==> src/include/mem_consts.svh <==
`ifndef MEM_CONSTS_SVH
`define MEM_CONSTS_SVH

// byte address width of main memory
`define MEM_ADDR_WIDTH 17

// bytes in main memory
`define MEM_DEPTH (1 << `MEM_ADDR_WIDTH)

// bytes per instruction or data word
`define WORD_BYTES 4

`endif
==> src/design/memCtrlPkg.sv <==
`default_nettype none

package memCtrlPkg;

    // owner of an access
    typedef enum logic {
        fetch,
        data
    } sourceT;

    // sequencer states
    typedef enum logic [1:0] {
        idle,
        issue,
        stalled
    } seqStateT;

endpackage

`default_nettype wire

==> src/design/memBusPkg.sv <==
`default_nettype none

`include "mem_consts.svh"

package memBusPkg;

    // byte address into main memory
    typedef logic [`MEM_ADDR_WIDTH-1:0] addrT;

    // one memory datum
    typedef logic [7:0] byteT;

    // instruction or data word, little endian in memory
    typedef logic [8*`WORD_BYTES-1:0] wordT;

    // byte count of one access, 1, 2 or 4
    typedef logic [2:0] lenT;

    typedef enum logic {
        read,
        write
    } accessKindT;

endpackage

`default_nettype wire

==> src/design/wordAssembler.sv <==
`default_nettype none
`timescale 1ns/100ps

`include "mem_consts.svh"

module wordAssembler (
    input  logic                            clk,
    input  logic                            rst,
    input  logic                            tagValid,
    input  logic [$clog2(`WORD_BYTES)-1:0]  tagIndex,
    input  logic                            tagLast,
    input  memCtrlPkg::sourceT              tagSource,
    input  memBusPkg::byteT                 ramRdata,
    input  logic                            writeDone,
    input  memCtrlPkg::sourceT              writeSource,
    output logic                            fetchDone,
    output memBusPkg::wordT                 fetchInst,
    output logic                            dataDone,
    output memBusPkg::wordT                 dataRdata
);

    memBusPkg::wordT wordQ;
    memBusPkg::wordT nextWord;
    logic            fetchDoneQ;
    logic            dataDoneQ;

    // byte 0 starts a new access, so stale upper bytes go to zero
    always_comb begin
        nextWord = (tagIndex == '0) ? '0 : wordQ;
        nextWord[8*tagIndex +: 8] = ramRdata;
    end

    always_ff @(posedge clk) begin
        if (rst) begin
            fetchDoneQ <= 1'b0;
            dataDoneQ  <= 1'b0;
        end else begin
            fetchDoneQ <= tagValid && tagLast && (tagSource == memCtrlPkg::fetch);
            dataDoneQ  <= tagValid && tagLast && (tagSource == memCtrlPkg::data);
        end
    end

    always_ff @(posedge clk) begin
        if (tagValid) begin
            wordQ <= nextWord;
            if (tagLast) begin
                if (tagSource == memCtrlPkg::fetch) begin
                    fetchInst <= nextWord;
                end else begin
                    dataRdata <= nextWord;
                end
            end
        end
    end

    assign fetchDone = fetchDoneQ;
    // store completion goes straight out
    assign dataDone  = dataDoneQ || (writeDone && writeSource == memCtrlPkg::data);

    assert property (@(posedge clk) disable iff (rst)
        !(fetchDone && dataDone));

endmodule

`default_nettype wire

==> config.mk <==
export PLATFORM = sky130hd
export DESIGN_NAME = wordAssembler
export DESIGN_NICKNAME = d
export VERILOG_FILES = /design/src/design/memCtrlPkg.sv /design/src/design/memBusPkg.sv /design/src/design/wordAssembler.sv
export VERILOG_INCLUDE_DIRS = /design/src /design/src/include
export SDC_FILE = /design/constraint.sdc
export NUM_CORES = 1
export LEC_CHECK = 0
export ABC_AREA = 1
export BUFFER_PORTS_ARGS = -buffer_cell sky130_fd_sc_hd__buf_2
export CAP_MARGIN = 20
export CORE_MARGIN = 5
export CORE_UTILIZATION = 35
export CTS_CLUSTER_SIZE = 30
export DETAILED_ROUTE_END_ITERATION = 10
export SYNTH_ARGS = -nofsm -noshare
export SYNTH_HDL_FRONTEND = slang
export SYNTH_SLANG_ARGS = --single-unit
export TNS_END_PERCENT = 1
==> constraint.sdc <==
create_clock -name clk -period 3.2 [get_ports clk]
set_input_delay 0.96 -clock clk [delete_from_list [all_inputs] [get_ports clk]]
set_output_delay 0.96 -clock clk [all_outputs]
set_load 0.02 [all_outputs]
==> results.md <==
* Max_cap viols at 0
* GRT Max-Usage Layer: met2
* Floorplan core area at 10200 sq um
* Clock buffer depth at 2
* Largest family of logic cells by synthesized area: simple AND/OR/NAND/NOR gates
* Period minus WS final at 2.40 ns
* Post-synthesis simple-gate area fraction at 14.0%
* Area grow syn2layout at 23.5%
* Crit-path max FO at 15
* VDD IR max at roughly 0.23 mV
* CTS resizes at 0
* Global-route wire length before repair at 11100 um
* Worst Tran Pin Value at 0.611 ns
* Vias in the first global route at roughly 2200
* Slowest cell delay on critical path at 0.48 ns
* Slew Limit Fails at 0
* Die width at approximately 110 um
* Antenna violations before repair at 0
* Clock Sink Count at 98
* Pwr/cell area at 576 nW/um^2
* Clock Latency Late Sink at 0.35 ns
* Post-DP HPWL at between 5000 and 6000 um
* Vias at 2113
* Top cells by area, synth: edfxtp_1, nand2_1, inv_1
* RSZ-0062 raised after global routing: no
* Final net count at 368
* Number of synthesized flops with an enable pin at 96
* Top-count cell post-synth: edfxtp_1
* Normalized max-slew margin at 59.3%
* Final ANT Viol Nets at 0
* Synth Area in XOR/XNOR at 0%
* Io pins at between 80 and 90
* Synth Net Count at 275
* Final WL at 7040 um
* Crit-path slowest cell: nor2_1
* Crit path DAT at roughly 2.5 ns
* Endpoints failing setup at 0
* Cell taking the most area after synthesis: edfxtp_1
* Syn avg cell area at about 14 sq um
* Fin Setup TNS at 0 ns
* GRT Util Overall at between 10% and 20%
* Largest net degree at the start of global routing at 33
* Top delay family on crit path: simple AND/OR/NAND/NOR gates
* CTS Hold Bufs at 0
* Initial Util at 35.6%
* Final non-filler cell total at 486
* Setup crit end kind: flip-flop
* Final hold vios at 0
* Worst-path clk slew at 0.08 ns
* Die area at 12500 sq um
* Root Driver: clkbuf_8
* Synthesized flop and latch total at 98
* Status: finished, final reports clean
* Register area share after synthesis at 80.7%
* Synth cell types at 15
* Fmax at 417 MHz
* Buf+Inv Stages, Crit Path at 2
* Mapped Area at 3620 sq um
* Total CTS buffers at 9
* Post-synthesis mux area share at 0%
* First-pass iteration count of the detailed router at 4
* GR Util met2 at 17.9%
* Post-CTS setup buffer count at 0
* Total gr overflow at 0
* Top post-synthesis cells by count: edfxtp_1, nand2_1, inv_1
* Worst Path Required at 3.32 ns
* Dominant synthesized flop cell: edfxtp_1
* Max Clock Skew at 0.0104 ns
* Synth Area in Compound Gates at 0.898%
* Layout cells sized above 1 at slightly below 30%
* Crit Path Category: input pin to flip-flop
* CTS tree: done
* Pwr Total at 2.57 mW
* DP Cell Count at 471
* Initial drt markers at 127
* Vias per cell at approximately 4.3
* CP Launch Type: input pin
* Row count at 37
* H-tree Lvls at 3
* GR Layer Usage met1 at between 10% and 20%
* Die Ht at 112 um
* Grt met3 use at 4.08%
* Yosys top cell area share at 79.6%
* Synth Area in Adders at 1.73%
* Worst Hold Class: flip-flop to flip-flop
* Period utilization at 74.9%
* Static leakage at 1.90 nW
* # DRC at 0
* Synth warn at 0
* Cells after synthesis at ~250
* WL per Instance at about 14 um
* Crit-path cells: buf_2 -> inv_1 -> ha_1 -> nor2_1 -> nand2_1 -> o21ai_0
* GP Congestion at 0.812
* Filler cell count at 950
* Asr flop ratio synth at 0%
* Port Buffer Count at between 80 and 90
==> report_power, final <==
group          internal, mW  leakage (nW)  switching (mW)  total, mW
Clock                 0.512         0.109           0.372      0.884
Combinational        0.0534         0.835           0.143      0.196
Sequential             1.48         0.952          0.0135       1.50
==> worst reg2reg max path, stage by stage (launching register included) <==
cell and delay (ns):
edfxtp_1 0.36, nand2_1 0.06, o21ai_0 0.16
==> worst paths after layout <==
kind              endpoint  slack, ns  depth (start not counted)         from
max          dataRdata[29]       0.80                          6  tagIndex[0]
min              wordQ[12]       0.57                          2    wordQ[12]
max reg2reg  dataRdata[29]       2.32                          2    wordQ[29]
min reg2reg      wordQ[12]       0.57                          2    wordQ[12]
==> cell families after synthesis <==
family	count (synthesis)
buffers and inverters	24
DFF	98
AOI/OAI and AO/OA	6
and+or+nand+nor	120
adders and majority gates	5
==> state kept, by name (all words and copies together), names as in the netlist <==
name / count
dataRdata: 32
dataDoneQ: 1
wordQ: 32
fetchInst: 32
fetchDone: 1
==> routing by layer <==
layer	wire [um]	up-vias
li1	-	1062
met1	3100	984
met2	3300	54
met3	480	13
met4	165	0
met5	0	-
==> final cells by class <==
| class | count | area, sq um | area share (%) |
|---|---|---|---|
| repair buffers | 85 | 458 | 10.2 |
| clock buffers | 11 | 131 | 2.94 |
| flip-flops and latches | 98 | 2920 | 65.4 |
| inverters | 21 | 78.8 | 1.76 |
| diodes | 1 | 2.50 | 0.0560 |
| well taps | 136 | 170 | 3.81 |
| clock inverters | 3 | 90.1 | 2.02 |
| multi-input cells | 131 | 617 | 13.8 |
==> through the flow <==
stage	hold slack, ns	setup slack [ns]	instance area [sq um]	util [%]
finish	0.574	0.805	4470	43.9
global route	0.610	0.631	4470	43.9
CTS	0.576	0.844	4470	43.9
detailed placement	0.557	0.472	4250	41.7
global placement	0.557	0.511	4250	41.7
floorplan	0.528	0.372	3620	-
==> cells in the final DEF (no fill, tap or decap) <==
cell | Yosys | final
a21o_1 | 1 | 1
buf_12 | 0 | 2
buf_2 | 2 | 82
buf_4 | 1 | 1
bufinv_16 | 0 | 3
clkbuf_1 | 0 | 2
clkbuf_8 | 0 | 9
dfxtp_1 | 2 | 2
diode_2 | 0 | 1
edfxtp_1 | 96 | 96
ha_1 | 5 | 5
inv_1 | 21 | 21
nand2_1 | 81 | 81
nand3_1 | 9 | 9
nand4_1 | 8 | 8
nor2_1 | 15 | 13
nor2_2 | 3 | 3
nor2_4 | 2 | 4
nor3_1 | 2 | 2
o21ai_0 | 5 | 5
(Power assumes the default switching activity.)
