### config.mk
export PLATFORM = sky130hd
export DESIGN_NAME = byteSequencer
export DESIGN_NICKNAME = d
export VERILOG_FILES = /design/src/design/memCtrlPkg.sv /design/src/design/memBusPkg.sv /design/src/design/byteSequencer.sv
export VERILOG_INCLUDE_DIRS = /design/src /design/src/include
export SDC_FILE = /design/constraint.sdc
export NUM_CORES = 1
export LEC_CHECK = 0
export BUFFER_PORTS_ARGS = -buffer_cell sky130_fd_sc_hd__buf_4
export CORE_MARGIN = 2
export CORE_UTILIZATION = 44
export CTS_BUF_LIST = sky130_fd_sc_hd__clkbuf_8 sky130_fd_sc_hd__clkbuf_16
export CTS_CLUSTER_SIZE = 20
export DETAILED_ROUTE_END_ITERATION = 10
export PLACE_DENSITY = 0.75
export SLEW_MARGIN = 20
export SYNTH_ARGS = -nofsm -noshare
export SYNTH_HDL_FRONTEND = slang
export SYNTH_SLANG_ARGS = --single-unit
### constraint.sdc
create_clock -name clk -period 2.15 [get_ports clk]
set_input_delay 0.43 -clock clk [delete_from_list [all_inputs] [get_ports clk]]
set_output_delay 0.43 -clock clk [all_outputs]
set_load 0.005 [all_outputs]
### src/include/mem_consts.svh
`ifndef MEM_CONSTS_SVH
`define MEM_CONSTS_SVH

// byte address width of main memory
`define MEM_ADDR_WIDTH 17

// bytes in main memory
`define MEM_DEPTH (1 << `MEM_ADDR_WIDTH)

// bytes per instruction or data word
`define WORD_BYTES 4

`endif
### src/design/memCtrlPkg.sv
`default_nettype none

package memCtrlPkg;

    // owner of an access
    typedef enum logic {
        fetch,
        data
    } sourceT;

    // sequencer states
    typedef enum logic [1:0] {
        idle,
        issue,
        stalled
    } seqStateT;

endpackage

`default_nettype wire

### src/design/memBusPkg.sv
`default_nettype none

`include "mem_consts.svh"

package memBusPkg;

    // byte address into main memory
    typedef logic [`MEM_ADDR_WIDTH-1:0] addrT;

    // one memory datum
    typedef logic [7:0] byteT;

    // instruction or data word, little endian in memory
    typedef logic [8*`WORD_BYTES-1:0] wordT;

    // byte count of one access, 1, 2 or 4
    typedef logic [2:0] lenT;

    typedef enum logic {
        read,
        write
    } accessKindT;

endpackage

`default_nettype wire

### src/design/byteSequencer.sv
`default_nettype none
`timescale 1ns/100ps

`include "mem_consts.svh"

module byteSequencer (
    input  logic                            clk,
    input  logic                            rst,
    input  logic                            ioBufferFull,
    input  logic                            grant,
    input  memCtrlPkg::sourceT              grantSource,
    input  memBusPkg::accessKindT           grantKind,
    input  memBusPkg::addrT                 grantAddr,
    input  memBusPkg::lenT                  grantLen,
    input  memBusPkg::wordT                 grantWdata,
    output logic                            seqIdle,
    output logic                            ramEn,
    output logic                            ramWrite,
    output memBusPkg::addrT                 ramAddr,
    output memBusPkg::byteT                 ramWdata,
    output logic                            tagValid,
    output logic [$clog2(`WORD_BYTES)-1:0]  tagIndex,
    output logic                            tagLast,
    output memCtrlPkg::sourceT              tagSource,
    output logic                            writeDone,
    output memCtrlPkg::sourceT              writeSource
);

    memCtrlPkg::seqStateT                state;
    memCtrlPkg::sourceT                  sourceQ;
    memBusPkg::accessKindT               kindQ;
    memBusPkg::addrT                     baseAddrQ;
    memBusPkg::lenT                      lenQ;
    memBusPkg::wordT                     wdataQ;
    memBusPkg::lenT                      idx;
    logic [$clog2(`WORD_BYTES)-1:0]      byteIdx;
    logic                                issueNow;
    logic                                lastByte;

    assign seqIdle  = (state == memCtrlPkg::idle);
    assign issueNow = (state == memCtrlPkg::issue) && !ioBufferFull;
    assign lastByte = (idx == lenQ - 3'd1);
    assign byteIdx  = idx[$clog2(`WORD_BYTES)-1:0];

    assign ramEn    = issueNow;
    assign ramWrite = issueNow && (kindQ == memBusPkg::write);
    assign ramAddr  = baseAddrQ + memBusPkg::addrT'(idx);
    assign ramWdata = wdataQ[8*byteIdx +: 8];

    always_ff @(posedge clk) begin
        if (rst) begin
            state     <= memCtrlPkg::idle;
            idx       <= '0;
            tagValid  <= 1'b0;
            writeDone <= 1'b0;
        end else begin
            // tag lines up with the read data one cycle later
            tagValid  <= issueNow && (kindQ == memBusPkg::read);
            writeDone <= issueNow && (kindQ == memBusPkg::write) && lastByte;
            case (state)
                memCtrlPkg::idle: begin
                    if (grant) begin
                        state <= memCtrlPkg::issue;
                        idx   <= '0;
                    end
                end
                memCtrlPkg::issue: begin
                    if (ioBufferFull) begin
                        state <= memCtrlPkg::stalled;
                    end else begin
                        idx <= idx + 3'd1;
                        if (lastByte) begin
                            state <= memCtrlPkg::idle;
                        end
                    end
                end
                memCtrlPkg::stalled: begin
                    // index held, resume once the buffer drains
                    if (!ioBufferFull) begin
                        state <= memCtrlPkg::issue;
                    end
                end
                default: begin
                    state <= memCtrlPkg::idle;
                end
            endcase
        end
    end

    always_ff @(posedge clk) begin
        if (grant && seqIdle) begin
            sourceQ   <= grantSource;
            kindQ     <= grantKind;
            baseAddrQ <= grantAddr;
            lenQ      <= grantLen;
            wdataQ    <= grantWdata;
        end
        tagIndex    <= byteIdx;
        tagLast     <= lastByte;
        tagSource   <= sourceQ;
        writeSource <= sourceQ;
    end

    assert property (@(posedge clk) disable iff (rst)
        grant |-> (grantLen == 3'd1 || grantLen == 3'd2 || grantLen == 3'd4));

    // arbiter must wait for idle
    assert property (@(posedge clk) disable iff (rst)
        grant |-> seqIdle);

endmodule

`default_nettype wire

==> results.py, run 1 <==
metrics = {
    "timing": {
        "fin_crit_ps": 2397,
        "worst-slew-pin-transition_ps": 346.1,
        "final-hold-violation-count": 0,
        "fin_crit_sh": 1.115,
        "drv_slew": 0,
        "setup_viol_count_final": 14,
        "clock.fmax_mhz": 417.2,
        "fin_ws_ps": -246.7,
        "rsz0062_at_grt": "true",
        "skew_ps": 3.661,
        "relSlewSlack": 0.7693,
    },
    "worst_setup_path": {
        "crit_arrival_ps": 1970,
        "crit_path_max_incr_delay_ps": 390,
        "critical_path.cell_chain": "ha_2 -> fa_2 -> a21oi_4 -> nor3b_4 -> nand4_1 -> xnor2_1 -> buf_4",
        "crit_path_top_delay_cell": "edfxtp_1",
        "cp-start-kind": "flip-flop",
        "endpoint_kind": "output pin",
        "cp_num_buf_inv": 1,
        "path_max_fanout": 4,
        "crit_required_ps": 1720,
        "cp_top_family": "adder cells",
        "critPathKind": "reg -> out",
    },
    "hold_path": {
        "hp-class": "in -> reg",
    },
    "floorplanning": {
        "rows": 28,
        "fp.dieArea_um2": 6546,
        "dieHeight_um": 80.91,
        "io_pins": 93,
        "core_area_um2": 5816,
        "die_w_um": 80.91,
        "initial_core_util": 0.4475,
    },
    "finish": {
        "fin_area_um2": 3685,
        "antenna_cells": 0,
        "fill_cells": 457,
        "num-nets-final": 323,
        "multi_input_area_um2": 758.2,
        "syn_to_final_growth_pct": 41.59,
        "fin_cells": 339,
        "regArea_um2": 1844,
        "drive_above_1_share": 0.5152,
    },
    "clock_network": {
        "numCtsBuffers": 9,
        "path_clk_slew_ps": 70,
        "clockRootBuffer": "clkbuf_8",
        "clk_latency_ps": 330,
        "numClockSinks": 65,
        "htreeDepth": 3,
        "cts_buffer_depth": 2,
        "cts_tree": "built",
    },
    "flow_run": {
        "drv_cap": 0,
    },
    "placement": {
        "io_buffers": 92,
        "dp.cells": 321,
        "placedInstanceArea_um2": 3412,
        "gp_congestion": 0.7620,
        "dpl.hpwl_um": 3594,
    },
    "synthesis": {
        "ys_warn_count": 0,
        "synthAdderAreaFrac": 0.03173,
        "synth_top_family_by_area": "simple AND/OR/NAND/NOR gates",
        "synth_xor_xnor_area_share": 0.07404,
        "synth_area_um2": 2602,
        "ys_seq_elements": 65,
        "syn-num-nets": 215,
        "ys_seq_area_frac": 0.7077,
        "syn_avg_cell_area_um2": 17.24,
        "synth_cells": 151,
        "synth.area.mux_share": 0.07308,
        "synth.distinct_cells": 30,
        "synth-simple-area-share": 0.08173,
        "synth_compound_area_frac": 0.01635,
    },
    "route": {
        "first_pass_iters": 4,
        "wl_per_cell_um": 14.30,
        "drc": 0,
        "vias": 1655,
        "wl_um": 4847,
        "route.antenna.remaining_nets": 0,
        "dr.first_iter.drc_count": 35,
        "vias_per_cell": 4.882,
    },
    "grt": {
        "first_global_vias": 1697,
        "track_usage": 0.1610,
        "grt-ovfl-total": 0,
        "grt_pass1_wl_um": 7665,
        "antenna_found_initial": 0,
        "grt_max_degree": 29,
    },
    "pwr": {
        "power_density_nw_per_um2": 784.7,
        "p_leak_nw": 1.463,
        "ir_drop_mv": 0.7318,
    },
    "outcome": {
        "outcome": "finished with violations",
        "violations": "negative setup slack",
    },
}
[per-layer routing]
metal  wire [um]  global-route usage
met4          63             0.08305
met5           0                   0
met2        2356              0.2612
met3         501             0.06444
met1        1925              0.1843
[cells in the final DEF, fill, tap and decap left out, types with 2 or more instances in the layout]
cell type     n
clkbuf_8     12
a21oi_1       3
edfxtp_1     54
dfxtp_1       9
ha_1          3
mux4_2        8
nand4_1       3
inv_1         3
clkinvlp_4    2
nor2_1        5
nand2_1       7
nand3_1       6
buf_4       100
nor3b_4       2
nor3_1        4
xnor2_1      17
xor2_1        4
dfxtp_2       2
[synth_stat cells]
cell / number / area [um^2]
and3_1: 1 / 6.260
clkbuf_2: 1 / 5.000
nand4_1: 3 / 18.77
nand3_1: 6 / 30.03
inv_1: 3 / 11.26
a21oi_1: 4 / 20.02
xor2_1: 5 / 43.79
mux2i_1: 1 / 10.01
fa_1: 1 / 20.02
xnor2_1: 17 / 148.9
mux4_2: 8 / 180.2
ha_1: 5 / 62.56
and4_4: 1 / 11.26
and4_1: 1 / 8.760
nor3b_4: 2 / 37.54
o21ai_0: 1 / 5.000
buf_4: 1 / 7.510
nor2_1: 5 / 18.77
dfxtp_1: 11 / 220.2
edfxtp_1: 54 / 1622
a22o_1: 1 / 8.760
and2_1: 2 / 12.51
nand2_1: 7 / 26.28
o32ai_1: 1 / 8.760
buf_2: 1 / 5.000
nor3_1: 4 / 20.02
and4b_1: 1 / 10.01
nand2b_1: 1 / 6.260
buf_6: 1 / 11.26
nor2b_1: 1 / 6.260
[registers in the layout, summed over array words and instances, names as in the netlist]
signal       cells
tagLast          1
tagValid         1
writeSource      1
kindQ            1
sourceQ          1
tagIndex         2
state            2
idx              3
wdataQ          32
writeDone        1
lenQ             3
baseAddrQ       17
[worst reg2reg max path, stage by stage, from the launching register on]
cell and delay [ps]:
edfxtp_1 410, inv_1 80, ha_1 240, xnor2_1 130
nor3_1 310, and4b_1 230
[stage by stage]
stage / hold WS (ps) / util / setup TNS (ps) / total power [mW] / setup WS (ps)
2_1_floorplan: 323.3 / - / 0 / 1.661 / 122.6
3_3_place_gp: 328.0 / 0.5867 / 0 / 1.846 / 71.55
3_5_place_dp: 335.8 / 0.5867 / -42.48 / 1.856 / -28.14
4_1_cts: 251.6 / 0.6323 / -2569 / 2.933 / -293.4
5_1_grt: 254.5 / 0.6336 / -3501 / 3.014 / -312.1
6_report: 273.7 / 0.6336 / -2098 / 2.891 / -246.7
[cell families after synthesis]
| group | count (synthesis) |
|---|---|
| buf+inv | 7 |
| compound gates | 7 |
| flops | 65 |
| mux | 9 |
| xor+xnor | 22 |
| fa+ha+maj | 6 |
| simple gates | 35 |
[power breakdown]
| group | leakage [nW] | internal [mW] | total, mW | switching (mW) |
|---|---|---|---|---|
| sequential | 0.607 | 1.47 | 1.51 | 0.0419 |
| clock | 0.105 | 0.628 | 1.06 | 0.432 |
| combinational | 0.751 | 0.194 | 0.318 | 0.124 |
| total | 1.46 | 2.29 | 2.89 | 0.597 |
[repair_timing]
item / CTS / global route
pin swaps: 10 / 3
gates resized for setup: 9 / 0
setup endpoints to repair: 14 / 14
hold buffers: 0 / 0
gates cloned: 0 / 0
hold endpoints to repair: 0 / 0
buffers inserted: 2 / 1
[final timing paths]
| path | end | slack [ps] | from | cells after the start |
|---|---|---|---|---|
| setup / recovery | ramAddr[12] | -250 | baseAddrQ[0] | 7 |
| hold / removal | baseAddrQ[4] | 270 | grantAddr[4] | 1 |
| setup reg to reg | writeDone | 700 | lenQ[0] | 5 |
| hold reg to reg | writeSource | 350 | sourceQ | 0 |
[layout make-up]
type	count	share of cell area
clock buffers	12	0.04482
multi-input cells	79	0.2058
flip-flops and latches	65	0.5005
inverters	3	0.003056
well taps	75	0.02547
clock inverters	4	0.01358
repair buffers	101	0.2068
Power figures use the tool's default switching activity.
==> run 2, diff against run 1 <==
Settings changed: CORE_ASPECT_RATIO from default to 0.5, TNS_END_PERCENT from default to 20.
==> results.py, run 2 (synthesis gave the netlist of run 1 again) <==
metrics = {
    "worst_setup_path": {
        "endpoint_kind": "output pin",
        "critical_path.cell_chain": "ha_2 -> fa_2 -> a21oi_4 -> nor2_1 -> nand4_1 -> xnor2_1 -> buf_4",
        "cp_top_family": "adder cells",
        "cp-start-kind": "flip-flop",
        "critPathKind": "reg -> out",
        "reg2regPathDepth": 3,
        "crit_arrival_ps": 1910,
        "r2r-start": "state[1]",
        "crit_required_ps": 1720,
        "r2r_end": "wdataQ[4]",
        "cp_num_buf_inv": 1,
        "path_max_fanout": 3,
        "crit_path_top_delay_cell": "fa_2",
        "reg2reg_slack_ps": 540,
        "crit_path_max_incr_delay_ps": 380,
    },
    "route": {
        "wl_um": 4975,
        "drc": 0,
        "first_pass_iters": 4,
        "route.antenna.remaining_nets": 0,
        "vias": 1640,
        "vias_per_cell": 4.881,
        "wl_per_cell_um": 14.81,
        "dr.first_iter.drc_count": 77,
    },
    "grt": {
        "grt_pass1_wl_um": 7845,
        "track_usage": 0.1618,
        "first_global_vias": 1652,
        "grt-ovfl-total": 0,
        "grt_max_degree": 22,
        "antenna_found_initial": 0,
    },
    "floorplanning": {
        "die_w_um": 112.8,
        "initial_core_util": 0.4658,
        "rows": 19,
        "dieHeight_um": 58.38,
        "core_area_um2": 5587,
        "io_pins": 93,
        "fp.dieArea_um2": 6583,
    },
    "pwr": {
        "p_leak_nw": 1.514,
        "ir_drop_mv": 0.6377,
        "power_density_nw_per_um2": 839.2,
        "power.total_mw": 3.179,
    },
    "timing": {
        "setup_viol_count_final": 14,
        "fin_ws_ps": -192.5,
        "fin_crit_sh": 1.090,
        "rsz0062_at_grt": "true",
        "drv_slew": 0,
        "worst-slew-pin-transition_ps": 518.3,
        "fin_crit_ps": 2343,
        "clock.fmax_mhz": 426.9,
        "relSlewSlack": 0.6545,
        "skew_ps": 4.276,
        "final-hold-violation-count": 0,
    },
    "clock_network": {
        "cts_tree": "built",
        "numClockSinks": 65,
        "cts_buffer_depth": 2,
        "clk_latency_ps": 320,
        "clockRootBuffer": "clkbuf_16",
        "numCtsBuffers": 9,
        "cts_hold_buf": 0,
        "htreeDepth": 3,
        "path_clk_slew_ps": 50,
    },
    "finish": {
        "top_regs": "wdataQ (32), baseAddrQ (17)",
        "final_common_cell": "buf_4",
        "fill_cells": 401,
        "fin_cells": 336,
        "largest_reg_flops": 32,
        "antenna_cells": 0,
        "top_register": "wdataQ",
        "syn_to_final_growth_pct": 45.53,
        "drive_above_1_share": 0.5209,
        "final_cell_mix": "buf_4, edfxtp_1, xnor2_1, clkbuf_16, dfxtp_1",
        "num-nets-final": 322,
    },
    "outcome": {
        "violations": "negative setup slack",
        "outcome": "finished with violations",
    },
    "placement": {
        "pre_cts_ws_ps": 25.00,
        "gp_congestion": 0.7043,
        "io_buffers": 92,
        "dp.cells": 319,
        "dpl.hpwl_um": 3641,
    },
    "hold_path": {
        "whs_path_depth": 1,
        "hp-class": "in -> reg",
        "worstHoldStart": "grantWdata[17]",
        "holdPathEnd": "wdataQ[17]",
    },
    "flow_run": {
        "drv_cap": 0,
    },
}
==> run 2: layer usage <==
layer  track usage  wire length, um  share of wire
met1        0.1735             1929           0.39
met2        0.2917             2770           0.56
met3       0.05252              188          0.038
met4       0.09059               86          0.017
met5             0                0              0
==> run 2: what timing repair did <==
item                       4_1_cts  5_1_grt
resized for setup                8        5
setup endpoints to repair       14       14
setup buffers                    1        1
pin swaps                        4        6
==> run 2: stage by stage <==
step           setup TNS [ps]  utilization  hold WS [ps]  cell area (um^2)
6_report                -1799       0.6779         285.8              3787
5_1_grt                 -3034       0.6779         269.4              3787
4_1_cts                 -2004       0.6721         272.7              3755
3_5_place_dp                0       0.6148         328.8              3435
3_3_place_gp                0       0.6148         324.5              3435
2_1_floorplan               0            -         323.3              2604
==> run 2: worst max-delay path by stage <==
stage	slack, ps	to	from	depth (start not counted)
3_3_place_gp	60	ramAddr[12]	baseAddrQ[0]	8
5_1_grt	-250	ramAddr[8]	baseAddrQ[0]	7
4_1_cts	-210	ramAddr[14]	baseAddrQ[0]	7
6_report	-190	ramAddr[8]	baseAddrQ[0]	7
2_1_floorplan	120	ramAddr[12]	baseAddrQ[0]	6
3_5_place_dp	20	ramAddr[16]	baseAddrQ[0]	8
==> run 2: final cells by class <==
| type | instances | area, um^2 | share of cell area |
|---|---|---|---|
| Timing Repair Buffer | 100 | 779.5 | 0.2058 |
| Inverter | 3 | 11.26 | 0.002973 |
| Multi-Input combinational cell | 79 | 777.0 | 0.2052 |
| Clock inverter | 4 | 17.52 | 0.004625 |
| Tap cell | 73 | 91.34 | 0.02412 |
| Sequential cell | 65 | 1844 | 0.4870 |
| Clock buffer | 12 | 266.5 | 0.07037 |
==> run 2: power breakdown <==
group	internal, mW	switching [mW]
registers	1.47	0.0419
clock network	0.860	0.472
logic	0.202	0.128
==> run 3, diff against run 2 <==
Settings changed: TNS_END_PERCENT 20 to default.
==> results.py, run 3 (synthesis gave the netlist of run 1 again) <==
metrics = {
    "clock_network": {
        "htreeDepth": 3,
        "clockRootBuffer": "clkbuf_16",
        "cts_buffer_depth": 2,
        "cts_tree": "built",
        "numCtsBuffers": 9,
        "clk_latency_ps": 320,
        "path_clk_slew_ps": 50,
        "numClockSinks": 65,
    },
    "finish": {
        "num-nets-final": 322,
        "final_common_cell": "buf_4",
        "fin_area_um2": 3809,
        "top_register": "wdataQ",
        "regArea_um2": 1844,
        "antenna_cells": 0,
        "top_regs": "wdataQ (32), baseAddrQ (17)",
        "final_cell_mix": "buf_4, edfxtp_1, xnor2_1, clkbuf_16, dfxtp_1",
        "fin_cells": 336,
        "syn_to_final_growth_pct": 46.35,
        "fill_cells": 397,
        "largest_reg_flops": 32,
        "multi_input_area_um2": 798.3,
        "drive_above_1_share": 0.5323,
    },
    "worst_setup_path": {
        "reg2regPathDepth": 3,
        "cp-start-kind": "flip-flop",
        "cp_top_family": "adder cells",
        "endpoint_kind": "output pin",
        "crit_arrival_ps": 1920,
        "cp_num_buf_inv": 1,
        "path_max_fanout": 3,
        "reg2reg_slack_ps": 530,
        "r2r_end": "wdataQ[27]",
        "crit_required_ps": 1720,
        "crit_path_top_delay_cell": "fa_2",
        "critical_path.cell_chain": "ha_2 -> fa_2 -> a21oi_4 -> nor2_1 -> nand4_1 -> xnor2_1 -> buf_4",
        "critPathKind": "reg -> out",
        "r2r-start": "state[1]",
        "crit_path_max_incr_delay_ps": 380,
    },
    "placement": {
        "placedInstanceArea_um2": 3435,
        "dp.cells": 319,
        "dpl.hpwl_um": 3641,
        "gp_congestion": 0.7043,
        "io_buffers": 92,
    },
    "floorplanning": {
        "core_area_um2": 5587,
        "dieHeight_um": 58.38,
        "initial_core_util": 0.4658,
        "die_w_um": 112.8,
        "fp.dieArea_um2": 6583,
        "io_pins": 93,
        "rows": 19,
    },
    "pwr": {
        "p_leak_nw": 1.514,
        "p_clk_frac": 0.419,
        "p_sw_frac": 0.2026,
        "p_int_mw": 2.538,
        "power_density_nw_per_um2": 835.8,
        "power.switching_mw": 0.6451,
        "pwr-share-comb": 0.104,
        "ir_drop_mv": 0.6397,
        "seqPwrFrac": 0.477,
    },
    "hold_path": {
        "hp-class": "in -> reg",
        "worstHoldStart": "grantAddr[3]",
        "whs_path_depth": 1,
        "holdPathEnd": "baseAddrQ[3]",
    },
    "timing": {
        "final-hold-violation-count": 0,
        "skew_ps": 3.887,
        "fin_crit_sh": 1.091,
        "setup_viol_count_final": 14,
        "fin_ws_ps": -195.7,
        "rsz0062_at_grt": "true",
        "clock.fmax_mhz": 426.3,
        "relSlewSlack": 0.6500,
        "fin_crit_ps": 2346,
        "worst-slew-pin-transition_ps": 525.0,
        "drv_slew": 0,
    },
    "outcome": {
        "outcome": "finished with violations",
        "violations": "negative setup slack",
    },
    "grt": {
        "grt-ovfl-total": 0,
        "grt_pass1_wl_um": 7824,
        "first_global_vias": 1645,
        "antenna_found_initial": 0,
        "track_usage": 0.1615,
        "grt_max_degree": 22,
    },
    "route": {
        "wl_um": 4972,
        "vias": 1628,
        "first_pass_iters": 4,
        "dr.first_iter.drc_count": 82,
        "drc": 0,
        "wl_per_cell_um": 14.80,
        "route.antenna.remaining_nets": 0,
        "vias_per_cell": 4.845,
    },
    "flow_run": {
        "drv_cap": 0,
    },
}
==> run 3: cell counts in the layout (fill, tap and decap cells not counted) <==
Identical to the previous run, type by type.
==> run 3: routing by layer <==
| metal | wire length [um] | share of wire | global-route usage | vias to the layer above |
|---|---|---|---|---|
| li1 | - | - | - | 785 |
| met1 | 1954 | 0.39 | 0.1728 | 797 |
| met2 | 2739 | 0.55 | 0.2917 | 39 |
| met3 | 189 | 0.038 | 0.05252 | 7 |
| met4 | 89 | 0.018 | 0.09059 | 0 |
| met5 | 0 | 0 | 0 | - |
==> run 3: metrics by stage <==
step,hold slack [ps],power (mW),setup WS [ps],TNS (ps),utilization
2_1_floorplan,323.3,1.661,122.6,0,-
3_3_place_gp,324.5,1.854,56.67,0,0.6148
3_5_place_dp,328.8,1.868,25.00,0,0.6148
4_1_cts,272.7,3.203,-211.5,-2098,0.6750
5_1_grt,269.4,3.294,-251.6,-3010,0.6817
6_report,284.4,3.183,-195.7,-1816,0.6817
==> run 3: how the worst max path moves through the flow <==
stage | from | to | slack (ps) | cells past startpoint
after global routing | baseAddrQ[0] | ramAddr[8] | -250 | 7
final | baseAddrQ[0] | ramAddr[8] | -200 | 7
after floorplan | baseAddrQ[0] | ramAddr[12] | 120 | 6
after CTS | baseAddrQ[0] | ramAddr[14] | -210 | 7
after detailed placement | baseAddrQ[0] | ramAddr[16] | 20 | 8
after global placement | baseAddrQ[0] | ramAddr[12] | 60 | 8
==> run 3: cell type report <==
type                    instances  share of cell area
clock inverters                 4            0.004599
clock buffers                  12             0.06997
inverters                       3            0.002957
multi-input cells              79              0.2096
repair buffers                100              0.2047
flip-flops and latches         65              0.4842
well taps                      73             0.02398
==> run 3: power groups by stage <==
stage	Sequential, mW	Clock, mW	Combinational (mW)
finish	1.52	1.33	0.332
detailed placement	1.54	0	0.329
global placement	1.53	0	0.321
global route	1.53	1.41	0.357
CTS	1.52	1.35	0.334
floorplan	1.53	0	0.132
==> run 3: what timing repair did <==
item | in CTS | in global routing
pin swaps | 4 | 6
hold buffers | 0 | 0
setup endpoints to repair | 14 | 14
resized for setup | 10 | 6
setup buffers | 2 | 0
