## src/include/mem_consts.svh

```systemverilog
`ifndef MEM_CONSTS_SVH
`define MEM_CONSTS_SVH

// byte address width of main memory
`define MEM_ADDR_WIDTH 17

// bytes in main memory
`define MEM_DEPTH (1 << `MEM_ADDR_WIDTH)

// bytes per instruction or data word
`define WORD_BYTES 4

`endif
```

## src/design/memCtrlPkg.sv

```systemverilog
`default_nettype none

package memCtrlPkg;

    // owner of an access
    typedef enum logic {
        fetch,
        data
    } sourceT;

    // sequencer states
    typedef enum logic [1:0] {
        idle,
        issue,
        stalled
    } seqStateT;

endpackage

`default_nettype wire

```

## src/design/memBusPkg.sv

```systemverilog
`default_nettype none

`include "mem_consts.svh"

package memBusPkg;

    // byte address into main memory
    typedef logic [`MEM_ADDR_WIDTH-1:0] addrT;

    // one memory datum
    typedef logic [7:0] byteT;

    // instruction or data word, little endian in memory
    typedef logic [8*`WORD_BYTES-1:0] wordT;

    // byte count of one access, 1, 2 or 4
    typedef logic [2:0] lenT;

    typedef enum logic {
        read,
        write
    } accessKindT;

endpackage

`default_nettype wire

```

## src/design/requestArbiter.sv

```systemverilog
`default_nettype none
`timescale 1ns/100ps

`include "mem_consts.svh"

module requestArbiter (
    input  logic                   clk,
    input  logic                   rst,
    input  logic                   fetchReq,
    input  memBusPkg::addrT        fetchAddr,
    input  logic                   dataReq,
    input  logic                   dataWrite,
    input  memBusPkg::lenT         dataLen,
    input  memBusPkg::addrT        dataAddr,
    input  memBusPkg::wordT        dataWdata,
    input  logic                   seqIdle,
    output logic                   grant,
    output memCtrlPkg::sourceT     grantSource,
    output memBusPkg::accessKindT  grantKind,
    output memBusPkg::addrT        grantAddr,
    output memBusPkg::lenT         grantLen,
    output memBusPkg::wordT        grantWdata,
    output logic                   busy
);

    logic                  fetchPending;
    logic                  dataPending;
    memBusPkg::addrT       fetchAddrQ;
    memBusPkg::accessKindT dataKindQ;
    memBusPkg::lenT        dataLenQ;
    memBusPkg::addrT       dataAddrQ;
    memBusPkg::wordT       dataWdataQ;
    logic                  canGrant;
    logic                  grantData;
    logic                  grantFetch;

    // the cycle after a grant the sequencer has not left idle yet
    assign canGrant   = seqIdle && !grant;
    assign grantData  = canGrant && dataPending;
    assign grantFetch = canGrant && !dataPending && fetchPending;

    always_ff @(posedge clk) begin
        if (rst) begin
            fetchPending <= 1'b0;
            dataPending  <= 1'b0;
            grant        <= 1'b0;
        end else begin
            grant <= grantData || grantFetch;
            if (grantData) begin
                dataPending <= 1'b0;
            end
            if (grantFetch) begin
                fetchPending <= 1'b0;
            end
            // requester waits for done, so no clash with the clears above
            if (fetchReq) begin
                fetchPending <= 1'b1;
            end
            if (dataReq) begin
                dataPending <= 1'b1;
            end
        end
    end

    always_ff @(posedge clk) begin
        if (fetchReq) begin
            fetchAddrQ <= fetchAddr;
        end
        if (dataReq) begin
            dataKindQ  <= dataWrite ? memBusPkg::write : memBusPkg::read;
            dataLenQ   <= dataLen;
            dataAddrQ  <= dataAddr;
            dataWdataQ <= dataWdata;
        end
        if (grantData) begin
            grantSource <= memCtrlPkg::data;
            grantKind   <= dataKindQ;
            grantAddr   <= dataAddrQ;
            grantLen    <= dataLenQ;
            grantWdata  <= dataWdataQ;
        end else if (grantFetch) begin
            grantSource <= memCtrlPkg::fetch;
            grantKind   <= memBusPkg::read;
            grantAddr   <= fetchAddrQ;
            grantLen    <= memBusPkg::lenT'(`WORD_BYTES);
            grantWdata  <= '0;
        end
    end

    assign busy = fetchPending || dataPending || grant || !seqIdle;

    // one outstanding request per requester
    assert property (@(posedge clk) disable iff (rst)
        !((fetchReq && fetchPending) || (dataReq && dataPending)));

endmodule

`default_nettype wire

```

## config.mk

```make
export PLATFORM = sky130hd
export DESIGN_NAME = requestArbiter
export DESIGN_NICKNAME = d
export VERILOG_FILES = /design/src/design/memCtrlPkg.sv /design/src/design/memBusPkg.sv /design/src/design/requestArbiter.sv
export VERILOG_INCLUDE_DIRS = /design/src /design/src/include
export SDC_FILE = /design/constraint.sdc
export NUM_CORES = 1
export LEC_CHECK = 0
export ABC_AREA = 1
export ABC_CLOCK_PERIOD_IN_PS = 2000
export BUFFER_PORTS_ARGS = -buffer_cell sky130_fd_sc_hd__buf_2
export CAP_MARGIN = 5
export CORE_ASPECT_RATIO = 0.75
export CORE_UTILIZATION = 46
export CTS_CLUSTER_SIZE = 25
export DETAILED_ROUTE_END_ITERATION = 10
export GPL_TIMING_DRIVEN = 0
export PLACE_DENSITY = 0.75
export SYNTH_ARGS = -nofsm -noshare
export SYNTH_HDL_FRONTEND = slang
export SYNTH_SLANG_ARGS = --single-unit
```

## constraint.sdc

```tcl
create_clock -name clk -period 2 [get_ports clk]
set_clock_uncertainty 0.05 [all_clocks]
set_input_delay 0.1 -clock clk [delete_from_list [all_inputs] [get_ports clk]]
set_output_delay 0.1 -clock clk [all_outputs]
set_load 0.01 [all_outputs]
```

==> out/results.tsv, run 1 <==
stage	metric	value	unit
final_layout	register area	0.003774	sq mm
logic_synthesis	yosys warns	0	
global_route	largest net degree at the start of global routing	55	
critical_path	Crit. End Element	register	
logic_synthesis	fraction of registers with async set/reset	0	
cts	CTS Sinks	127	
power	Pwr Density	1022	mW/mm^2
final_layout	nets	572	
placement	Port Buffers	130	
logic_synthesis	flops & latches, synth	127	
power	Leakage	2.790	nW
floorplan	# IOs	131	
logic_synthesis	Post-synth EDFFs	123	
global_route	GRT overflow	0	
final_layout	Layout fillers	604	
route	drt drc	0	
timing	Slew Viols, Final	0	
critical_path	cells along the critical path	inv_1, nand2_2, inv_1, nand2_2, clkinvlp_4	
critical_path	Max FO, Critical Path	27	
cts	clock slew at reported path FFs	0.05	ns
critical_path	slowest stage cell, crit path	clkinvlp_4	
logic_synthesis	Synth Area per Inst	16.18	sq um
cts	clk buf depth	2	
logic_synthesis	Mapped Cells	275	
route	drt first pass iters	4	
power	Clk pwr share	0.448	
route	Via density	4.337	
timing	final setup vio count	0	
floorplan	Row Count	30	
power	Net Sw Frac	0.2069	
route	post-route ant nets	0	
final_layout	layout cells sized above 1	0.3706	
final_layout	Final Cell Area	0.006574	sq mm
global_route	GRT Util Overall	0.1949	
route	initial DRC count	154	
floorplan	die width	115.6	um
floorplan	Die Y	87.17	um
timing	fmax	0.5609	GHz
status	status	finished, final reports clean	
cts	H-tree depth	4	
cts	TritonCTS Buffers	17	
power	internal power	5.330	mW
cts	Clock Latency Late Sink	0.40	ns
critical_path	Req. time, crit path	1.92	ns
timing	Fin. Hold Viols	0	
logic_synthesis	Synth area leader	edfxtp_1	
cts	CTS Root Buffer Type	clkbuf_16	
power	sequential power share	0.477	
logic_synthesis	ranking of synthesized cells by area	edfxtp_1 (83%), nand2_1 (4.7%), inv_1 (3.4%)	
power	Logic pwr share	0.075	
flow_run	max-cap viol count	0	
final_layout	area of the multi-input gates	454.2	sq um
global_route	initial antenna violation count	0	
cts	CTS tree	built	
logic_synthesis	top_reg_cell synth	edfxtp_1	
hold_path	Hold/Removal Path Class	input pin to register	
logic_synthesis	Seq/Total Area, Yosys	0.8481	
timing	RSZ-0062 raised after global routing	no	
logic_synthesis	Mapped Nets	350	
logic_synthesis	most frequent cells after synthesis	edfxtp_1 (123), nand2_1 (56), inv_1 (40)	
critical_path	CP Launch Type	register	
global_route	first-pass GRT wire length	13720	um
route	vias	2767	
power	peak supply drop	900.2	uV
placement	dpl cell area	0.005264	sq mm
final_layout	diode count	0	
power	Psw	1.390	mW
final_layout	Area Overhead vs Synth	47.75	%
placement	pre-CTS setup slack	-0.3940	ns
critical_path	slowest cell delay on critical path	0.51	ns
route	Wirelength per Cell	14.03	um
route	Routed WL	8949	um
logic_synthesis	post-synth cell types	15	
critical_path	Crit Path Class	register to register	
logic_synthesis	count leader, synth	edfxtp_1	
floorplan	Initial Util	0.4818	
logic_synthesis	post-synth top area share	0.8301	
placement	GPL Wtd Cong	0.6949	
logic_synthesis	Synth Cell Area	0.004449	sq mm
timing	Final min period	1.783	ns
floorplan	die area	0.01007	sq mm
timing	setup ws final	0.2172	ns
critical_path	critical path arrival	1.70	ns
floorplan	total core area	0.009234	sq mm
timing	Slew @ Worst Pin	1.278	ns
timing	setup TNS	0	ns
timing	fin crit share	0.8914	
placement	hpwl dp	4680	um
global_route	number of global-route vias before repair	2964	
timing	Rel. slew slack	0.1478	
==> flip-flops by register name, summed over array words and instances (netlist names) <==
name / cells
dataKindQ: 1
grantAddr: 17
grant: 1
fetchAddrQ: 17
fetchPending: 1
grantLen: 3
dataLenQ: 3
grantKind: 1
grantWdata: 32
dataPending: 1
dataAddrQ: 17
dataWdataQ: 32
grantSource: 1
==> layer usage <==
layer / up-vias / part of all wire / global-route usage
met5: - / 0 / 0
met4: 0 / 0.0080 / 0.07320
met3: 8 / 0.069 / 0.08490
met2: 103 / 0.53 / 0.3527
met1: 1286 / 0.39 / 0.1991
li1: 1370 / - / -
==> path summary, 6_finish.rpt <==
| kind | startpoint | end | slack, ns | cells after the start |
|---|---|---|---|---|
| max | grant | grantKind | 0.22 | 5 |
| min | seqIdle | dataPending | 0.09 | 4 |
| max reg2reg | grant | grantKind | 0.22 | 5 |
| min reg2reg | grantSource | grantSource | 0.41 | 2 |
==> layout make-up <==
type	count	area share
multi-input cells	100	0.06909
flip-flops and latches	127	0.5740
plain buffers	6	0.009707
clock buffers	19	0.06585
inverters	42	0.02493
repair inverters	1	0.001142
repair buffers	202	0.2086
clock inverters	13	0.02227
well taps	128	0.02436
==> per-stage QoR <==
step	hold WS, ns	cells	util	power [mW]
after floorplan	0.1191	275	-	3.426
after global placement	0.2262	533	0.5701	3.627
after detailed placement	0.2281	533	0.5701	3.645
after CTS	0.06404	638	0.7117	6.757
after global routing	0.1207	638	0.7119	6.946
final	0.08937	638	0.7119	6.720
==> timing repair <==
item / 4_1_cts / 5_1_grt
hold endpoints to repair: 73 / 0
cloned: 1 / 0
hold buffers: 72 / 0
endpoints found under the setup margin: 53 / 53
buffers inserted: 0 / 0
resized for setup: 1 / 1
==> kinds of logic (layout without fill, tap and decap cells) <==
group / Yosys count / after routing / synth area share
buffers and inverters: 48 / 283 / 0.05034
and+or+nand+nor: 98 / 98 / 0.09927
DFF: 127 / 127 / 0.8481
AOI/OAI and AO/OA: 2 / 2 / 0.002250
==> critical path: cells and delay by family (launching register included) <==
kind / cells / cell delay [ns]
buf+inv: 3 / 0.66
simple gates: 2 / 0.28
flops: 1 / 0.34
==> cells in the final DEF, fill, tap and decap left out <==
master	instances
or2_1	1
nor2_2	20
clkinv_1	4
nor2_1	17
inv_4	1
clkbuf_16	17
clkinvlp_4	5
dfxtp_1	4
nand3_1	2
bufinv_16	3
inv_2	1
nand2_2	2
buf_6	5
nand2_1	55
dlygate4sd3_1	72
buf_2	130
clkinv_2	2
clkinv_4	1
nor2_8	1
inv_1	39
edfxtp_1	123
a21oi_1	2
buf_4	1
clkbuf_1	2
==> power by group through the flow <==
stage | clock (mW) | sequential [mW] | combinational [mW]
2_1_floorplan | 0 | 3.29 | 0.136
3_3_place_gp | 0 | 3.25 | 0.380
3_5_place_dp | 0 | 3.26 | 0.389
4_1_cts | 3.05 | 3.20 | 0.505
5_1_grt | 3.16 | 3.22 | 0.563
6_report | 3.01 | 3.20 | 0.505
Power figures use the tool's default switching activity.
==> run 2, diff against run 1 <==
--- a/config.mk
+++ b/config.mk
@@ -19,3 +19,4 @@
 export SYNTH_ARGS = -nofsm -noshare
 export SYNTH_HDL_FRONTEND = slang
 export SYNTH_SLANG_ARGS = --single-unit
+export TNS_END_PERCENT = 30
==> constraint.sdc (replaced) <==
create_clock -name clk -period 2 [get_ports clk]
set_clock_uncertainty 0.05 [all_clocks]
set_input_delay 0.4 -clock clk [delete_from_list [all_inputs] [get_ports clk]]
set_output_delay 0.4 -clock clk [all_outputs]
set_load 0.01 [all_outputs]
==> out/results.tsv, run 2 (synthesized netlist as in run 1, its figures left out) <==
stage	metric	value	unit	change
global_route	initial antenna violation count	0		unchanged
final_layout	Area Overhead vs Synth	32.28	%	was 47.75%
power	peak supply drop	862.8	uV	was 900.2 uV
floorplan	Die Y	87.17	um	unchanged
route	Wirelength per Cell	13.23	um	was 14.03 um
hold_path	Hold/Removal Path Class	input pin to register		unchanged
final_layout	diode count	0		unchanged
critical_path	cells along the critical path	inv_2, nand2_4, inv_4, nand2_4, clkinvlp_4		was inv_1, nand2_2, inv_1, nand2_2, clkinvlp_4
critical_path	Top cell by count, worst path	nand2_4		
cts	clock slew at reported path FFs	0.06	ns	was 0.05 ns
placement	dpl cell area	0.005264	sq mm	unchanged
final_layout	layout cells sized above 1	0.4429		was 0.3706
final_layout	top flop regs	dataWdataQ x32, grantWdata x32		unchanged
final_layout	Layout fillers	691		was 604
route	initial DRC count	151		was 154
power	Leakage	2.504	nW	was 2.790 nW
timing	Slew @ Worst Pin	1.104	ns	was 1.278 ns
placement	GPL Wtd Cong	0.6949		unchanged
cts	clk buf depth	2		unchanged
flow_run	max-cap viol count	0		unchanged
floorplan	total core area	0.009234	sq mm	unchanged
route	Routed WL	7487	um	was 8949 um
critical_path	Req. time, crit path	1.76	ns	was 1.92 ns
global_route	GRT overflow	0		unchanged
timing	final setup vio count	53		was 0
final_layout	most common cell after layout, fill and taps aside	buf_2		unchanged
timing	Slew Viols, Final	0		unchanged
cts	TritonCTS Buffers	17		unchanged
cts	H-tree depth	4		unchanged
global_route	first-pass GRT wire length	11480	um	was 13,720 um
global_route	largest net degree at the start of global routing	55		unchanged
floorplan	Initial Util	0.4818		unchanged
critical_path	Critical path buffers and inverters	3		unchanged
timing	Final min period	2.152	ns	was 1.783 ns
placement	placed cell count	533		unchanged
final_layout	Final Cell Area	0.005886	sq mm	was 0.006574 sq mm
placement	pre-CTS setup slack	-0.5374	ns	was -0.3940 ns
route	drt drc	0		unchanged
final_layout	most frequent cells in the layout	buf_2 (130), edfxtp_1 (123), nand2_1 (54)		was buf_2 (130), edfxtp_1 (123), dlygate4sd3_1 (72)
final_layout	nets	500		was 572
critical_path	Crit Path Class	register to register		unchanged
status	failing checks	negative setup slack		
power	Pwr Density	1120	mW/mm^2	was 1022 mW/mm^2
critical_path	Max FO, Critical Path	53		was 27
placement	Port Buffers	130		unchanged
critical_path	Top delay family on crit path	buffers and inverters		unchanged
timing	fin crit share	1.076		was 0.8914
final_layout	post-route insts no fill	566		was 638
timing	setup ws final	-0.1516	ns	was 0.2172 ns
critical_path	slowest stage cell, crit path	clkinvlp_4		unchanged
route	vias	2437		was 2,767
route	post-route ant nets	0		unchanged
cts	CTS tree	built		unchanged
cts	CTS Root Buffer Type	clkbuf_16		unchanged
timing	RSZ-0062 raised after global routing	yes		was no
timing	fmax	0.4648	GHz	was 0.5609 GHz
cts	Clock Latency Late Sink	0.40	ns	about the same
critical_path	CP Launch Type	register		unchanged
power	Power, Total	6.590	mW	was 6.720 mW
floorplan	die width	115.6	um	unchanged
timing	Rel. slew slack	0.2628		was 0.1478
route	drt first pass iters	4		unchanged
floorplan	die area	0.01007	sq mm	unchanged
global_route	number of global-route vias before repair	2455		was 2,964
floorplan	Row Count	30		unchanged
global_route	GRT Util Overall	0.1625		was 0.1949
placement	hpwl dp	4680	um	unchanged
cts	CTS Sinks	127		unchanged
timing	Fin. Hold Viols	0		unchanged
route	Via density	4.306		was 4.337
status	status	complete, but fails checks		was finished, final reports clean
critical_path	Crit. End Element	register		unchanged
critical_path	critical path arrival	1.91	ns	was 1.70 ns
critical_path	slowest cell delay on critical path	0.85	ns	was 0.51 ns
floorplan	# IOs	131		unchanged
[run 2: cell types whose count changed in the layout (fill, tap and decap cells not counted), moves of 2 or more]
cell           before  now
inv_1              39   37
inv_4               1    3
dfxtp_2             0    2
dlygate4sd3_1      72    0
dfxtp_1             4    2
nand2_4             0    2
[run 2: layout make-up]
class                           instances  area, sq um  area share
Tap cell                              128        160.2     0.02721
Buffer                                  6        63.81     0.01084
Clock buffer                           19        432.9     0.07355
Inverter                               42        168.9     0.02870
Clock inverter                         13        146.4     0.02487
Timing Repair Buffer                  131        670.6      0.1139
Multi-Input combinational cell        100        466.7     0.07929
Sequential cell                       127         3776      0.6416
[run 2: what timing repair did]
| action | in CTS | in global routing |
|---|---|---|
| resized for setup | 10 | 0 |
| buffers inserted | 0 | 0 |
| setup endpoints to repair | 53 | 53 |
| hold buffers | 0 | 0 |
| gates cloned | 0 | 0 |
[run 2: worst paths after layout]
| kind | startpoint | to | slack, ns | cells after the start |
|---|---|---|---|---|
| setup reg to reg | grant | grantWdata[30] | -0.15 | 5 |
| setup / recovery | grant | grantWdata[30] | -0.15 | 5 |
| hold reg to reg | grantSource | grantSource | 0.41 | 2 |
| hold / removal | dataAddr[11] | dataAddrQ[11] | 0.12 | 1 |
[run 2: report_power, final]
part           total, mW  leakage [nW]  switching, mW  internal, mW
Combinational      0.394          1.03          0.239         0.155
Clock               2.99         0.273           1.06          1.94
Sequential          3.20          1.20         0.0494          3.15
[run 2: metrics by stage]
stage          hold WS [ns]  TNS (ns)  utilization
2_1_floorplan        0.3831         0            -
5_1_grt             0.09748    -17.43       0.6374
6_report             0.1179    -7.280       0.6374
4_1_cts             0.09928    -10.95       0.6352
3_3_place_gp         0.3818    -28.36       0.5701
3_5_place_dp         0.3971    -28.23       0.5701
[run 2: worst register-to-register path: cells and delay by family (launching register included)]
family,cells,cell delay (ns)
simple gates,2,0.18
flops,1,0.34
buf+inv,3,0.95
[run 2: metal layers]
metal,GRT usage,routed length [um],vias to the layer above
met5,0,0,-
met4,0.06021,79,0
met3,0.08212,630,9
met2,0.2711,3643,91
met1,0.1788,3133,1114
li1,-,-,1223
==> run 3, diff against run 2 <==
--- a/config.mk
+++ b/config.mk
@@ -8,14 +8,14 @@
 export LEC_CHECK = 0
 export ABC_AREA = 1
 export ABC_CLOCK_PERIOD_IN_PS = 2000
-export BUFFER_PORTS_ARGS = -buffer_cell sky130_fd_sc_hd__buf_2
 export CAP_MARGIN = 5
 export CORE_ASPECT_RATIO = 0.75
-export CORE_UTILIZATION = 46
+export CORE_UTILIZATION = 53
 export CTS_CLUSTER_SIZE = 25
 export DETAILED_ROUTE_END_ITERATION = 10
+export DONT_BUFFER_PORTS = 1
 export GPL_TIMING_DRIVEN = 0
-export PLACE_DENSITY = 0.75
+export PLACE_DENSITY = 0.71
 export SYNTH_ARGS = -nofsm -noshare
 export SYNTH_HDL_FRONTEND = slang
 export SYNTH_SLANG_ARGS = --single-unit
==> out/results.tsv, run 3 (synthesized netlist as in run 1, its figures left out) <==
stage	metric	value	unit	change
critical_path	Max FO, Critical Path	27		was 53
cts	CTS Root Buffer Type	clkbuf_8		was clkbuf_16
final_layout	Final Cell Area	0.005971	sq mm	was 0.005886 sq mm
power	peak supply drop	898.6	uV	was 862.8 uV
route	vias	2364		was 2,437
floorplan	Row Count	28		was 30
cts	TritonCTS Buffers	17		unchanged
timing	RSZ-0062 raised after global routing	no		was yes
critical_path	CP Launch Type	register		unchanged
final_layout	layout cells sized above 1	0.1575		was 0.4429
cts	clk buf depth	2		unchanged
route	Wirelength per Cell	16.34	um	was 13.23 um
power	Pwr Density	1130	mW/mm^2	was 1120 mW/mm^2
final_layout	Area Overhead vs Synth	34.20	%	was 32.28%
placement	pre-CTS setup slack	-0.4470	ns	was -0.5374 ns
placement	Port Buffers	0		was 130
global_route	largest net degree at the start of global routing	55		unchanged
route	drt drc	0		unchanged
final_layout	nets	444		was 500
floorplan	die width	107.8	um	was 115.6 um
floorplan	total core area	0.008023	sq mm	was 0.009234 sq mm
placement	dpl cell area	0.004584	sq mm	was 0.005264 sq mm
final_layout	most frequent cells in the layout	edfxtp_1 (123), dlygate4sd3_1 (73), nand2_1 (55)		was buf_2 (130), edfxtp_1 (123), nand2_1 (54)
timing	final setup vio count	0		was 53
cts	H-tree depth	4		unchanged
critical_path	critical path arrival	1.88	ns	was 1.91 ns
placement	hpwl dp	4377	um	was 4680 um
timing	setup ws final	0.1303	ns	was -0.1516 ns
final_layout	final design utilization	0.7442		was 0.6374
final_layout	top flop regs	dataWdataQ x32, grantWdata x32		unchanged
final_layout	diode count	0		unchanged
route	Routed WL	7939	um	was 7487 um
critical_path	Crit Path Class	register to register		unchanged
cts	CTS Sinks	127		unchanged
global_route	number of global-route vias before repair	2419		was 2,455
flow_run	max-cap viol count	0		unchanged
timing	Fin. Hold Viols	0		unchanged
global_route	first-pass GRT wire length	12030	um	was 11,480 um
timing	setup TNS	0	ns	was -7.280 ns
route	initial DRC count	122		was 151
hold_path	Hold/Removal Path Class	input pin to register		unchanged
floorplan	Die Y	81.35	um	was 87.17 um
placement	GPL Wtd Cong	0.6887		was 0.6949
route	post-route ant nets	0		unchanged
global_route	GRT overflow	0		unchanged
final_layout	most common cell after layout, fill and taps aside	edfxtp_1		was buf_2
route	drt first pass iters	4		unchanged
floorplan	# IOs	131		unchanged
route	Via density	4.864		was 4.306
cts	Clock Latency Late Sink	0.50	ns	was 0.40 ns
critical_path	Req. time, crit path	2.01	ns	was 1.76 ns
timing	fin crit share	0.9349		was 1.076
global_route	GRT Util Overall	0.1957		was 0.1625
status	status	finished, final reports clean		was complete, but fails checks
critical_path	Crit. End Element	register		unchanged
power	Leakage	2.329	nW	was 2.504 nW
floorplan	Initial Util	0.5546		was 0.4818
final_layout	Layout fillers	463		was 691
cts	clock slew at reported path FFs	0.05	ns	was 0.06 ns
timing	fmax	0.5348	GHz	was 0.4648 GHz
cts	CTS tree	built		unchanged
final_layout	post-route insts no fill	486		was 566
global_route	initial antenna violation count	0		unchanged
timing	Slew Viols, Final	0		unchanged
timing	Slew @ Worst Pin	0.8708	ns	was 1.104 ns
floorplan	die area	0.008769	sq mm	was 0.01007 sq mm
timing	Rel. slew slack	0.4176		was 0.2628
placement	placed cell count	380		was 533
timing	Final min period	1.870	ns	was 2.152 ns
-- run 3: changes by cell type in the layout (fill, tap and decap cells not counted), sizes merged --
cell,change
clkinvlp,-1
clkbuf,-1
buf,-130
dlygate4sd3,+73
bufinv,+2
-- run 3: per-layer routing --
metal | GRT usage | part of all wire | vias up
met3 | 0.07143 | 0.059 | 11
met2 | 0.3429 | 0.53 | 103
met4 | 0.08630 | 0.013 | 0
met5 | 0 | 0 | -
met1 | 0.2166 | 0.40 | 1140
li1 | - | - | 1110
-- run 3: metrics by stage --
| stage | hold WS (ns) | power, mW |
|---|---|---|
| floorplan | 0.3831 | 3.426 |
| global placement | 0.3931 | 3.471 |
| detailed placement | 0.4094 | 3.488 |
| CTS | 0.1579 | 6.780 |
| global route | 0.2345 | 6.953 |
| finish | 0.2081 | 6.748 |
-- run 3: critical path, cell delays in order, from the launching register on --
cell	delay, ns
dfxtp_1	0.38
inv_1	0.09
nand2_2	0.15
inv_1	0.11
nand2_4	0.13
clkinvlp_4	0.50
-- run 3: repair_timing --
| item | in CTS | in global routing |
|---|---|---|
| buffers inserted | 0 | 0 |
| cloned | 1 | 0 |
| gates resized for setup | 2 | 1 |
| endpoints found under the hold margin | 143 | 0 |
| hold buffers | 74 | 0 |
| setup endpoints to repair | 53 | 53 |
-- run 3: path summary, 6_finish.rpt --
kind / end / cells after the start / slack (ns) / startpoint
min reg2reg: grantSource / 2 / 0.45 / grantSource
min: dataPending / 3 / 0.21 / seqIdle
max reg2reg: grantWdata[28] / 5 / 0.13 / grant
max: grantWdata[28] / 5 / 0.13 / grant
-- run 3: power breakdown --
part           internal (mW)  switching [mW]  total (mW)
Combinational          0.152           0.182       0.334
Sequential              3.15           0.104        3.26
Clock                   2.12            1.03        3.16
-- run 3: area by class of cell --
class / count / area, sq um / share of cell area
flip-flops and latches: 127 / 3774 / 0.6320
clock buffers: 18 / 417.9 / 0.06999
plain buffers: 6 / 63.81 / 0.01069
inverters: 42 / 163.9 / 0.02745
repair buffers: 74 / 758.2 / 0.1270
multi-input cells: 100 / 459.2 / 0.07691
clock inverters: 13 / 195.2 / 0.03269
repair inverters: 1 / 7.507 / 0.001257
well taps: 105 / 131.4 / 0.02200
